### config.mk
export PLATFORM = sky130hd
export DESIGN_NAME = lc3Core
export DESIGN_NICKNAME = d
export VERILOG_FILES = /design/src/logic/lc3Pkg.sv /design/src/logic/regFile.sv /design/src/logic/aluUnit.sv /design/src/logic/pcCcUnit.sv /design/src/logic/controlFsm.sv /design/src/logic/lc3Core.sv
export SDC_FILE = /design/constraint.sdc
export NUM_CORES = 1
export LEC_CHECK = 0
export ABC_AREA = 1
export BUFFER_PORTS_ARGS = -buffer_cell sky130_fd_sc_hd__buf_2
export CORE_UTILIZATION = 30
export DETAILED_ROUTE_END_ITERATION = 10
export PLACE_DENSITY_LB_ADDON = 0.08
export SKIP_CTS_REPAIR_TIMING = 1
export SLEW_MARGIN = 25
export SYNTH_ARGS = -nofsm -noshare
export SYNTH_HDL_FRONTEND = slang
export SYNTH_HIERARCHICAL = 1
export SYNTH_SLANG_ARGS = --single-unit
### constraint.sdc
create_clock -name Clk -period 5.52 [get_ports Clk]
set_input_delay 0.828 -clock Clk [delete_from_list [all_inputs] [get_ports Clk]]
set_output_delay 0.828 -clock Clk [all_outputs]
set_load 0.05 [all_outputs]
### src/logic/lc3Pkg.sv
package lc3Pkg;

    // datapath sizes
    localparam int wordW   = 16;
    localparam int regIdxW = 3;
    localparam int numRegs = 8;

    localparam logic [wordW-1:0] resetPc = 16'h3000;   // LC-3 user space start

    // opcodes of the supported subset, LC-3 encoding
    localparam logic [3:0] opBr  = 4'b0000;
    localparam logic [3:0] opAdd = 4'b0001;
    localparam logic [3:0] opJsr = 4'b0100;
    localparam logic [3:0] opAnd = 4'b0101;
    localparam logic [3:0] opNot = 4'b1001;
    localparam logic [3:0] opLea = 4'b1110;

    // condition codes in nzp order, same bit positions as the BR mask in IR[11:9]
    localparam logic [2:0] ccN = 3'b100;
    localparam logic [2:0] ccZ = 3'b010;
    localparam logic [2:0] ccP = 3'b001;

    // ALU operation select
    localparam logic [1:0] aluAdd = 2'd0;
    localparam logic [1:0] aluAnd = 2'd1;
    localparam logic [1:0] aluNot = 2'd2;

    // sequencer states
    localparam logic [1:0] stIdle = 2'd0;   // waiting for an instruction
    localparam logic [1:0] stExec = 2'd1;   // decode and branch resolve
    localparam logic [1:0] stWb   = 2'd2;   // writeback offered, wait for ready

    // source of the internal bus
    typedef enum logic [1:0] {
        busAlu,     // ALU result
        busLea,     // PC+1+sext(offset9)
        busLink     // PC+1
    } busSelE;

    // operate instructions carry either a register or an imm5 as second operand,
    // immFlag (bit 5) tells which view applies
    typedef union packed {
        struct packed {
            logic [3:0] opcode;
            logic [2:0] dr;
            logic [2:0] sr1;
            logic       immFlag;
            logic [1:0] pad;
            logic [2:0] sr2;
        } opReg;
        struct packed {
            logic [3:0] opcode;
            logic [2:0] dr;
            logic [2:0] sr1;
            logic       immFlag;
            logic [4:0] imm5;
        } opImm;
    } lc3InstrU;

endpackage

### src/logic/regFile.sv
`timescale 1ns/1ns

module regFile (
    input  logic                       Clk,
    input  logic                       rstN,
    input  logic                       ldReg,
    input  logic                       drSel,     // 1 forces R7 for JSR
    input  logic [lc3Pkg::regIdxW-1:0] irDr,
    input  logic [lc3Pkg::regIdxW-1:0] sr1Idx,
    input  logic [lc3Pkg::regIdxW-1:0] sr2Idx,
    input  logic [lc3Pkg::wordW-1:0]   d,
    output logic [lc3Pkg::wordW-1:0]   sr1Out,
    output logic [lc3Pkg::wordW-1:0]   sr2Out,
    output logic [lc3Pkg::regIdxW-1:0] wrIdx
);
    import lc3Pkg::*;

    logic [wordW-1:0]   regs [numRegs];
    logic [numRegs-1:0] loadEn;

    // destination mux
    assign wrIdx = drSel ? regIdxW'(numRegs - 1) : irDr;

    // one-hot write decode, nothing enabled unless ldReg
    always_comb
    begin
        loadEn = '0;
        if (ldReg)
        begin
            for (int i = 0; i < numRegs; i++)
            begin
                if (wrIdx == regIdxW'(i))
                    loadEn[i] = 1'b1;
            end
        end
    end

    always_ff @(posedge Clk)
    begin
        if (!rstN)
        begin
            for (int i = 0; i < numRegs; i++)
                regs[i] <= '0;
        end
        else
        begin
            for (int i = 0; i < numRegs; i++)
            begin
                if (loadEn[i])
                    regs[i] <= d;
            end
        end
    end

    // two independent read ports
    always_comb
    begin
        sr1Out = regs[0];
        sr2Out = regs[0];
        for (int i = 1; i < numRegs; i++)
        begin
            if (sr1Idx == regIdxW'(i))
                sr1Out = regs[i];
            if (sr2Idx == regIdxW'(i))
                sr2Out = regs[i];
        end
    end

endmodule

### src/logic/aluUnit.sv
`timescale 1ns/1ns

module aluUnit (
    input  logic [1:0]               aluOp,
    input  lc3Pkg::lc3InstrU         ir,
    input  logic [lc3Pkg::wordW-1:0] srcA,
    input  logic [lc3Pkg::wordW-1:0] srcB,
    output logic [lc3Pkg::wordW-1:0] aluOut
);
    import lc3Pkg::*;

    logic [wordW-1:0] immExt;
    logic [wordW-1:0] opB;

    // sign extend imm5 to the full word
    assign immExt = {{(wordW - 5){ir.opImm.imm5[4]}}, ir.opImm.imm5};

    // second operand, register form vs immediate form
    always_comb
    begin
        if (ir.opReg.immFlag)
            opB = immExt;
        else
            opB = srcB;
    end

    always_comb
    begin
        unique case (aluOp)
            aluAdd  : aluOut = srcA + opB;
            aluAnd  : aluOut = srcA & opB;
            aluNot  : aluOut = ~srcA;     // NOT ignores the second operand
            default : aluOut = srcA;
        endcase
    end

endmodule

### src/logic/pcCcUnit.sv
`timescale 1ns/1ns

module pcCcUnit (
    input  logic                     Clk,
    input  logic                     rstN,
    input  lc3Pkg::lc3InstrU         ir,
    input  logic                     ldPc,
    input  logic                     ldCc,
    input  lc3Pkg::busSelE           busSel,
    input  logic [lc3Pkg::wordW-1:0] aluOut,
    output logic [lc3Pkg::wordW-1:0] busOut,
    output logic [lc3Pkg::wordW-1:0] pc,
    output logic                     branchTaken
);
    import lc3Pkg::*;

    logic [wordW-1:0] pcPlus1;
    logic [wordW-1:0] leaAddr;
    logic [wordW-1:0] jsrTarget;
    logic [wordW-1:0] pcNext;
    logic [2:0]       cc;

    assign pcPlus1   = pc + 1'b1;                                  // also the JSR link
    assign leaAddr   = pcPlus1 + {{(wordW - 9){ir[8]}}, ir[8:0]};   // LEA and BR target
    assign jsrTarget = pcPlus1 + {{(wordW - 11){ir[10]}}, ir[10:0]};

    always_comb
    begin
        unique case (busSel)
            busLea  : busOut = leaAddr;
            busLink : busOut = pcPlus1;
            default : busOut = aluOut;
        endcase
    end

    // BR takes its next PC from the bus, where the sequencer has already
    // picked the target or the fall-through address
    always_comb
    begin
        if (ir.opReg.opcode == opJsr)
            pcNext = jsrTarget;
        else if (ir.opReg.opcode == opBr)
            pcNext = busOut;
        else
            pcNext = pcPlus1;
    end

    always_ff @(posedge Clk)
    begin
        if (!rstN)
            pc <= resetPc;
        else if (ldPc)
            pc <= pcNext;
    end

    always_ff @(posedge Clk)
    begin
        if (!rstN)
            cc <= ccZ;
        else if (ldCc)
        begin
            if (busOut[wordW-1])
                cc <= ccN;
            else if (busOut == '0)
                cc <= ccZ;
            else
                cc <= ccP;
        end
    end

    assign branchTaken = |(ir[11:9] & cc);   // nzp mask against current flags

endmodule

### src/logic/controlFsm.sv
`timescale 1ns/1ns

module controlFsm (
    input  logic                     Clk,
    input  logic                     rstN,
    input  logic                     instrValid,
    input  logic [lc3Pkg::wordW-1:0] instr,
    output logic                     instrReady,
    output logic                     wbValid,
    input  logic                     wbReady,
    input  logic                     branchTaken,
    output lc3Pkg::lc3InstrU         ir,
    output logic                     ldReg,
    output logic                     ldPc,
    output logic                     ldCc,
    output logic                     drSel,
    output lc3Pkg::busSelE           busSel,
    output logic [1:0]               aluOp
);
    import lc3Pkg::*;

    logic [1:0] state;
    logic [1:0] stateNext;
    logic [3:0] opcode;
    logic       hasWb;      // instruction writes a register

    assign opcode = ir.opReg.opcode;

    assign instrReady = (state == stIdle);
    assign wbValid    = (state == stWb);

    // IR only changes on an accepted transfer
    always_ff @(posedge Clk)
    begin
        if (instrValid && instrReady)
            ir <= instr;
    end

    always_ff @(posedge Clk)
    begin
        if (!rstN)
            state <= stIdle;
        else
            state <= stateNext;
    end

    // opcode decode
    always_comb
    begin
        busSel = busAlu;
        aluOp  = aluAdd;
        drSel  = 1'b0;
        hasWb  = 1'b0;
        unique case (opcode)
            opAdd :
            begin
                aluOp = aluAdd;
                hasWb = 1'b1;
            end
            opAnd :
            begin
                aluOp = aluAnd;
                hasWb = 1'b1;
            end
            opNot :
            begin
                aluOp = aluNot;
                hasWb = 1'b1;
            end
            opLea :
            begin
                busSel = busLea;
                hasWb  = 1'b1;
            end
            opJsr :
            begin
                busSel = busLink;   // R7 gets the return address
                drSel  = 1'b1;
                hasWb  = 1'b1;
            end
            opBr :
                busSel = branchTaken ? busLea : busLink;
            default :
                busSel = busAlu;    // unknown opcode, no-op
        endcase
    end

    // sequencer and load strobes
    always_comb
    begin
        stateNext = state;
        ldReg     = 1'b0;
        ldPc      = 1'b0;
        ldCc      = 1'b0;
        unique case (state)
            stIdle :
            begin
                if (instrValid)
                    stateNext = stExec;
            end
            stExec :
            begin
                if (hasWb)
                    stateNext = stWb;
                else
                begin
                    ldPc      = 1'b1;   // BR resolve or no-op advance
                    stateNext = stIdle;
                end
            end
            stWb :
            begin
                if (wbReady)
                begin
                    ldReg     = 1'b1;
                    ldPc      = 1'b1;
                    ldCc      = (opcode != opJsr);
                    stateNext = stIdle;
                end
            end
            default :
                stateNext = stIdle;
        endcase
    end

endmodule

### src/logic/lc3Core.sv
`timescale 1ns/1ns

module lc3Core (
    input  logic                       Clk,
    input  logic                       rstN,
    input  logic                       instrValid,
    input  logic [lc3Pkg::wordW-1:0]   instr,
    output logic                       instrReady,
    output logic                       wbValid,
    input  logic                       wbReady,
    output logic [lc3Pkg::regIdxW-1:0] wbReg,
    output logic [lc3Pkg::wordW-1:0]   wbData
);
    import lc3Pkg::*;

    lc3InstrU         ir;
    busSelE           busSel;
    logic [1:0]       aluOp;
    logic             ldReg;
    logic             ldPc;
    logic             ldCc;
    logic             drSel;
    logic             branchTaken;
    logic [wordW-1:0] sr1Out;
    logic [wordW-1:0] sr2Out;
    logic [wordW-1:0] aluOut;

    controlFsm i_ctrl (
        .Clk         (Clk),
        .rstN        (rstN),
        .instrValid  (instrValid),
        .instr       (instr),
        .instrReady  (instrReady),
        .wbValid     (wbValid),
        .wbReady     (wbReady),
        .branchTaken (branchTaken),
        .ir          (ir),
        .ldReg       (ldReg),
        .ldPc        (ldPc),
        .ldCc        (ldCc),
        .drSel       (drSel),
        .busSel      (busSel),
        .aluOp       (aluOp)
    );

    // the bus is both the register write data and the reported writeback
    regFile i_regs (
        .Clk    (Clk),
        .rstN   (rstN),
        .ldReg  (ldReg),
        .drSel  (drSel),
        .irDr   (ir.opReg.dr),
        .sr1Idx (ir.opReg.sr1),
        .sr2Idx (ir.opReg.sr2),
        .d      (wbData),
        .sr1Out (sr1Out),
        .sr2Out (sr2Out),
        .wrIdx  (wbReg)
    );

    aluUnit i_alu (
        .aluOp  (aluOp),
        .ir     (ir),
        .srcA   (sr1Out),
        .srcB   (sr2Out),
        .aluOut (aluOut)
    );

    pcCcUnit i_pcCc (
        .Clk         (Clk),
        .rstN        (rstN),
        .ir          (ir),
        .ldPc        (ldPc),
        .ldCc        (ldCc),
        .busSel      (busSel),
        .aluOut      (aluOut),
        .busOut      (wbData),
        .pc          (),
        .branchTaken (branchTaken)
    );

endmodule

Yosys cells after proc, flatten, opt, wreduce, memory -nomap -nowiden
Memory sizes are Yosys's and may differ from the RTL's.
Cells that the tools add are included.
{ "classes": {"addsub": 4, "multipliers": 0, "div": 0, "magnitude_cmp": 0, "eq_ne": 35, "shifts": 0, "mux": 79, "n_bitwise": 11, "reduce_logical": 9} }
{ "ops": {"columns": ["operator", "count"], "rows": [
  ["$mux 16", 25],
  ["$add 16x16->16", 3],
  ["$pmux 16 s3", 1],
  ["$mux 1", 40],
  ["$eq 3x3->1 const B", 12],
  ["$pmux 16 s2", 1],
  ["$eq 3x2->1 const B", 6],
  ["$add 16x1->16 const B", 1],
  ["$and 16x16->16", 1],
  ["$logic_not 16->1", 1],
  ["$not 16->16", 1],
  ["$pmux 2 s3", 2],
  ["$mux 2", 5],
  ["$eq 3x1->1 const B", 3],
  ["$eq 4x3->1 const B", 2],
  ["$eq 4x4->1 const B", 2],
  ["$mux 8", 1],
  ["$or 1x1->1", 8],
  ["$eq 2x1->1 const B", 3],
  ["$eq 2x2->1 const B", 3],
  ["$mux 3", 2],
  ["$reduce_or 5->1", 1],
  ["$eq 4x1->1 const B", 1],
  ["$logic_not 2->1", 2],
  ["other kinds (11)", 11]
]} }
{ "totals": {"ff_bits": 37, "latch_bits": 0, "ramBits": 128, "romBits": 0, "in_bits": 20, "output_inout_bits": 21, "n_memories": 1} }
{ "mem_list": {"columns": ["memory", "depth", "word_bits", "rd", "rd_ports_with_merged_regs", "write_ports", "line_no", "source"], "rows": [
  ["i_regs.regs", 8, 16, 8, 0, 8, "regFile.sv:18", "logic [wordW-1:0] regs [numRegs];"]
]} }

Longest topological paths before layout
Gate-level depths: netlist of run 1.
{ "depth": {"word_depth": 15, "mapped_depth": 34, "mapped_depth_nobuf": 32} }

By module
The synthesis of run 1 kept the hierarchy.
{ "by_module_without_submodules": {"columns": ["mod", "instances", "cells_per_inst", "area_each_um2"], "rows": [
  ["regFile", 1, 935, 7310.8],
  ["pcCcUnit", 1, 588, 3225.6],
  ["aluUnit", 1, 305, 1552.7],
  ["controlFsm", 1, 61, 754.5]
]} }

Worst setup path before layout of run 1
Ideal clock, no wire load.
{ "synth_timing": {"kind": "reg2out", "startpoint": "reg i_ctrl/ir[8] (netlist bit)", "endpoint": "out wbData[4] (netlist bit)", "arrival_time_ns": 3.692, "t_required_ns": 4.692, "slack_ns": 1.000, "path_stages_with_launch": 22, "n_path_buf": 1, "cell_sequence": "edfxtp_1 > inv_2 > nand3_1 > buf_2 > nand2_1 > nand3_1 > nand2_1 > nand3_1 > nand3_1 > nand2_1 > a21oi_1 > ha_1 > inv_1 > fa_1 > inv_1 > nand3_1 > nand3_1 > or2_2 > nand3_1 > o2111ai_1 > nor2_1 > a21oi_1"} }
{ "synth_between": {"elab_chain_cells": 11, "word_cells_on_any_way": 19, "cone_classes": "add/sub (1); eq/ne (7); mux (9); bitwise (2)"} }
{ "synth_rtl": {"columns": ["element", "line_no", "source"], "rows": [
  ["start, declared", "controlFsm.sv:12", "output lc3Pkg::lc3InstrU ir,"],
  ["start signal, assigned", "controlFsm.sv:36", "ir <= instr;"],
  ["$eq 3x1->1", "regFile.sv:62", "if (sr1Idx == regIdxW'(i))"],
  ["$mux 16 (6 in series)", "regFile.sv:62", null],
  ["$mux 16 *", "regFile.sv:62", null],
  ["net sr1Out[0]", "lc3Core.sv:24", "logic [wordW-1:0] sr1Out;"],
  ["$add 16x16->16 *", "aluUnit.sv:30", "aluAdd : aluOut = srcA + opB;"],
  ["$pmux 16 s3 *", "aluUnit.sv:29", "unique case (aluOp)"],
  ["net aluOut[4]", "lc3Core.sv:26", "logic [wordW-1:0] aluOut;"],
  ["$pmux 16 s2 *", "pcCcUnit.sv:29", "unique case (busSel)"],
  ["end, declared", "lc3Core.sv:12", "output logic [lc3Pkg::wordW-1:0] wbData"]
]} }
Mark *: on every way through the listed nets, which the timed path passes. The rest lies on a longest branch.

Worst setup path in the final report of run 1
{ "layout_timing": {"startpoint": "reg i_ctrl/ir[8] (netlist bit)", "endpoint": "out wbData[8] (netlist bit)"} }
Same word-level chain as after synthesis.

==> run summary, run 1 <==
GRT overflow - 0
syn_nets - 1955
DR vias/cell - 4.971
worst hold slack - 482.8 ps
initial antenna violation count - 0
Worst Tran Pin Value - 1050 ps
r2r endpoint - i_regs/regs[1][31]
clk buf depth - 2
min Tclk post-route - 5283 ps
Root Buffer - clkbuf_16
Comb pwr share - 42.1%
layout filler cell count - 4595
Post-synth ARST share - 0%
Reg power frac - 31.3%
TritonCTS clock tree - yes
Cell Int Power - 2.763 mW
chip height - 208.9 um
largest net degree at the start of global routing - 41
worst skew pair latency - 460 ps
core footprint - 0.04204 mm^2
crit-path max FO - 22
Sw Pwr - 2.144 mW
hold path cells - 2
Clk pwr share - 26.6%
hpwl dp - 36.18 mm
1st-iter DRT viols - 911
Post-Syn Area per Cell - 6.799 um^2
slowest stage delay, CP - 410 ps
final hold violations - 0
clk slew on worst S/H paths - 70 ps
# rows - 75
Slew Limit Fails - 0
Worst path slowest cell - edfxtp_1
Worst VDD drop - 0.3120 mV
Unique masters post-synth - 52
Critical Path Start - i_ctrl/ir[8]
Critical path buffers and inverters - 7
skew final - 20.03 ps
DR DRC count - 0
EDFF count, synth - 144
critical path type - reg -> out
CP dominant cell by count - nand3_1
TritonRoute pass-1 iters - 5
Worst Setup End Kind - primary output
power per cell area - 338.3 mW/mm^2
TritonCTS Buffers - 17
f_max - 189.3 MHz
Yosys warning total - 6
Worst R2R Start - i_ctrl/ir[8]
GP Congestion - 0.8588
wire per inst - 19.21 um
area grow syn2layout - 12.94%
main flop type after synthesis - edfxtp_1
family with the most delay on the worst path - simple AND/OR/NAND/NOR gates
Hold Crit Class - reg -> reg
Diodes inserted - 0
via count - 12350
post-synthesis sequential area ratio - 36.94%
Hold Crit Start - i_pcCc/cc[1]
clock sink total - 165
Total GRT Usage - 22.19%
final setup vio count - 0
Worst Hold Path EP - i_pcCc/cc[1]
worst path required time - 4690 ps
R2R setup slack - 860 ps
post-synthesis register bit count - 165
first-pass GRT wire length - 72.26 mm
# H-tree levels - 4
final wirelength - 47.72 mm
fin util - 34.50%
Arrival @ worst endpoint - 4460 ps
Nets - 1998
die area - 0.04364 mm^2
R2R cell count - 24
Die X - 208.9 um
Syn Std Cell Area - 0.01284 mm^2
vias in the first global route - 11740
Max-slew headroom - 29.48%
I/O Buffers - 40
Startpoint Class - flip-flop
status - completed
max-cap viol count - 0
share of layout cells above drive strength 1 - 11.21%
Switching Share - 43.69%
Initial Util - 30.55%
Syn Inst Count - 1889
io pins - 41
period utilization - 95.71%
LEAKAGE - 6.783 nW
Post-DRT Antenna Nets - 0
[cells in the final DEF (no fill, tap or decap), types with 6 or more instances in the layout]
| master | netlist | layout |
|---|---|---|
| buf_2 | 26 | 40 |
| edfxtp_1 | 144 | 144 |
| clkbuf_16 | 0 | 17 |
| inv_1 | 273 | 268 |
| or2_2 | 20 | 20 |
| nand3_2 | 7 | 6 |
| nand4_1 | 9 | 9 |
| o21ai_0 | 83 | 77 |
| o211ai_1 | 8 | 8 |
| nand3_1 | 190 | 190 |
| nand3b_1 | 13 | 13 |
| dfxtp_1 | 21 | 21 |
| nor3_1 | 24 | 23 |
| o21ai_1 | 5 | 11 |
| nand2_2 | 12 | 11 |
| nor3_2 | 6 | 6 |
| a31oi_1 | 13 | 13 |
| clkinv_1 | 8 | 10 |
| o22ai_1 | 9 | 9 |
| or2_1 | 6 | 6 |
| a21oi_1 | 97 | 94 |
| ha_1 | 44 | 43 |
| a21oi_2 | 4 | 6 |
| nor2_4 | 4 | 6 |
| nand2_1 | 551 | 551 |
| inv_2 | 17 | 19 |
| nor2_1 | 201 | 198 |
| buf_4 | 4 | 45 |
| nor2_2 | 6 | 7 |
| a221oi_1 | 6 | 6 |
[power groups by stage]
| stage | Clock, mW | Sequential [mW] | Combinational, mW |
|---|---|---|---|
| after floorplan | 0 | 1.54 | 1.36 |
| after global placement | 0 | 1.57 | 2.03 |
| after detailed placement | 0 | 1.57 | 2.03 |
| after CTS | 1.34 | 1.54 | 2.04 |
| after global routing | 1.37 | 1.55 | 2.26 |
| final | 1.30 | 1.54 | 2.07 |
[routing by layer]
layer	track usage [%]	up-vias	share of wire, %
met2	35.94	331	46
met1	31.11	5793	47
met3	3.652	30	5.3
met5	0	-	0
li1	-	6195	-
met4	4.209	0	1.1
[tightest hold or removal path, delay by kind of cell, from the launching register on]
family / cells / cell delay [ps]
compound gates: 2 / 130
flops: 1 / 330
[through the flow]
step	power (mW)	std cells	setup TNS, ps	area (um^2)	setup WS (ps)
3_3_place_gp	3.600	2441	0	13700	375.8
6_report	4.908	2484	0	14510	236.6
2_1_floorplan	2.900	1889	0	12840	1000
4_1_cts	4.914	2473	-938.0	14320	-189.7
5_1_grt	5.187	2484	-16.86	14510	-14.87
3_5_place_dp	3.596	2441	0	13700	338.4
[cells by family (layout without fill, tap and decap cells)]
group	Yosys count	count (layout)	share of synthesized area, %
AO/OA/AOI/OAI	244	244	10.62
XOR/XNOR	7	7	0.5358
adder cells (fa/ha/maj)	46	46	4.598
buffers and inverters	364	420	11.24
flip-flops	165	165	36.94
multiplexers	3	3	0.2630
AND/OR/NAND/NOR	1060	1060	35.80
[how the worst max path moves through the flow]
stage | end | slack, ps | cells after the start
global route | wbData[6] | -10 | 24
global placement | wbData[8] | 380 | 24
detailed placement | wbData[8] | 340 | 24
CTS | wbData[8] | -190 | 24
finish | wbData[8] | 240 | 26
floorplan | wbData[4] | 1000 | 21
[Yosys cell counts (6+ instances only)]
| cell type | count | area (um^2) |
|---|---|---|
| dfxtp_1 | 21 | 420.4 |
| o22ai_1 | 9 | 56.30 |
| nand2_1 | 551 | 2068 |
| ha_1 | 44 | 550.5 |
| clkinv_1 | 8 | 30.03 |
| clkbuf_1 | 31 | 116.4 |
| inv_1 | 273 | 1025 |
| nor2_1 | 201 | 754.5 |
| a21oi_1 | 97 | 485.5 |
| edfxtp_1 | 144 | 4324 |
| or2_2 | 20 | 125.1 |
| o21ai_0 | 83 | 415.4 |
| nand3_1 | 190 | 950.9 |
| buf_2 | 26 | 130.1 |
| nand4_1 | 9 | 56.30 |
| o211ai_1 | 8 | 60.06 |
| nand3_2 | 7 | 70.07 |
| nor2_2 | 6 | 37.54 |
| nand3b_1 | 13 | 97.59 |
| nand2_2 | 12 | 75.07 |
| nor3_1 | 24 | 120.1 |
| a221oi_1 | 6 | 52.55 |
| a31oi_1 | 13 | 81.33 |
| nor3_2 | 6 | 60.06 |
| or2_1 | 6 | 37.54 |
| inv_2 | 17 | 63.81 |
[final cells by class]
type	instances	area (um^2)	share of cell area [%]
multi-input cells	1360	6718	46.31
flip-flops and latches	165	4745	32.71
well taps	539	674.4	4.649
clock inverters	15	193.9	1.337
clock buffers	17	425.4	2.933
inverters	298	1134	7.815
repair buffers	90	615.6	4.244
[state kept, by name (all words and copies together), names as in the netlist]
register	count
i_regs/regs	128
i_ctrl/ir	16
i_pcCc/pc	16
i_pcCc/cc	3
i_ctrl/state	2
No activity file was read; power rests on OpenSTA's default activity.
==> run 2, diff against run 1 <==
Settings changed: REMOVE_ABC_BUFFERS from default to 1, SETUP_SLACK_MARGIN from default to 0.15.
==> run 2 against run 1 <==
Effect of this change:
- die area did not move
- global-route usage is 0.60 points higher
- power shrank 1.8%
- sequential cell count unchanged
- largest power group unchanged
- worst hold slack gained 6.2 ps
- clock-buffer cell count grew 1
- sequential share of layout area is 0.11 points lower
- non-clock buffer count is 8 higher
- wire length grew 1.8%
- core utilization up 0.12 points
==> run summary, run 2 (synthesis results as in run 1) <==
initial antenna violation count - 1
share of layout cells above drive strength 1 - 12.30%
status - completed
Overall Power - 4.817 mW
min Tclk post-route - 5123 ps
DP Worst Slack - 340.7 ps
Critical path buffers and inverters - 7
clock sink total - 165
max-cap viol count - 0
Slew Limit Fails - 0
f_max - 195.2 MHz
crit path cell chain - inv_2 -> buf_6 -> nor3_2 -> buf_4 -> a21oi_1 -> nand2_1 -> a21oi_1 -> ha_1 -> inv_1 -> fa_1 -> inv_1 -> nand2_1 -> nand3_2 -> nand2_1 -> nand2_1 -> nand2_1 -> nand3_1 -> nand3_1 -> or2_2 -> nand2_4 -> inv_1 -> buf_2
biggest regs - i_regs/regs (128), i_ctrl/ir (16), i_pcCc/pc (16)
Hold Crit Class - reg -> reg
Nets - 2006
unrepaired setup endpoints after global routing - true
LEAKAGE - 6.806 nW
Worst Tran Pin Value - 985.1 ps
worst path required time - 4690 ps
power per cell area - 331.0 mW/mm^2
vias in the first global route - 11890
final hold violations - 0
die area - 0.04364 mm^2
area grow syn2layout - 13.33%
Startpoint Class - flip-flop
TritonCTS Buffers - 17
I/O Buffers - 40
Arrival @ worst endpoint - 4300 ps
Post-Layout Inst Area - 0.01456 mm^2
Setup Total Neg Slack - 0 ps
largest net degree at the start of global routing - 28
Post-DRT Antenna Nets - 0
clk slew on worst S/H paths - 70 ps
DR DRC count - 0
hpwl dp - 37.14 mm
clk buf depth - 2
io pins - 41
max reg flops - 128
Worst Setup End Kind - primary output
final setup vio count - 0
worst skew pair latency - 490 ps
TritonCTS clock tree - yes
Die X - 208.9 um
period utilization - 92.81%
Worst VDD drop - 0.2624 mV
Root Buffer - clkbuf_16
final wirelength - 48.60 mm
most common cell after layout, fill and taps aside - nand2_1
# H-tree levels - 4
Initial Util - 30.55%
slowest stage delay, CP - 450 ps
core footprint - 0.04204 mm^2
Worst Slack Setup Final - 396.6 ps
Worst path slowest cell - edfxtp_1
# rows - 75
most frequent cells in the layout - 548 x nand2_1, 265 x inv_1, 200 x nor2_1
chip height - 208.9 um
Diodes inserted - 0
1st-iter DRT viols - 932
area of placed instances - 0.01373 mm^2
family with the most delay on the worst path - simple AND/OR/NAND/NOR gates
GRT overflow - 0
via count - 12560
Max-slew headroom - 34.17%
TritonRoute pass-1 iters - 5
critical path type - reg -> out
most flop-heavy register - i_regs/regs
Total GRT Usage - 22.79%
crit-path max FO - 20
wire per inst - 19.52 um
DR vias/cell - 5.043
CP dominant cell by count - nand2_1
first-pass GRT wire length - 73.63 mm
skew final - 21.89 ps
GP Congestion - 0.9032
==> run 2: layout make-up <==
type,instances,area (um^2)
Tap cell,539,674.4
Sequential cell,165,4745
Clock inverter,12,96.34
Inverter,298,1136
Multi-Input combinational cell,1360,6754
Fill cell,4596,27490
Clock buffer,18,429.2
Timing Repair Buffer,98,720.7
==> run 2: final timing paths <==
kind / endpoint / cells after the start / start / slack, ps
max: wbData[10] / 22 / i_ctrl/ir[8] / 400
min: i_pcCc/cc[1] / 2 / i_pcCc/cc[1] / 490
max reg2reg: i_regs/regs[1][55] / 26 / i_ctrl/ir[1] / 1050
min reg2reg: i_pcCc/cc[1] / 2 / i_pcCc/cc[1] / 490
==> run 2: where the power goes <==
| part | leakage [nW] | switching, mW | internal [mW] |
|---|---|---|---|
| Sequential | 1.64 | 0.0661 | 1.48 |
| Clock | 0.257 | 0.583 | 0.577 |
| Combinational | 4.91 | 1.52 | 0.594 |
| Total | 6.81 | 2.17 | 2.65 |
==> run 2: worst min-delay path, stage by stage (launching register included) <==
cell and delay [ps]:
dfxtp_1 340, a21oi_1 80, o21ai_2 50
==> run 2: per-stage QoR <==
step	utilization, %	cells	hold WS [ps]
3_5_place_dp	32.67	2446	470.8
5_1_grt	34.62	2490	483.4
6_report	34.62	2490	489.0
4_1_cts	33.92	2476	478.9
3_3_place_gp	32.67	2446	469.2
2_1_floorplan	-	1823	447.9
==> run 2: layer usage <==
metal | vias up | GRT usage [%] | part of all wire [%]
met3 | 52 | 4.719 | 5.7
met5 | - | 1.335 | 0.16
met1 | 5972 | 32.71 | 49
li1 | 6211 | - | -
met4 | 2 | 6.770 | 2.0
met2 | 319 | 34.02 | 43
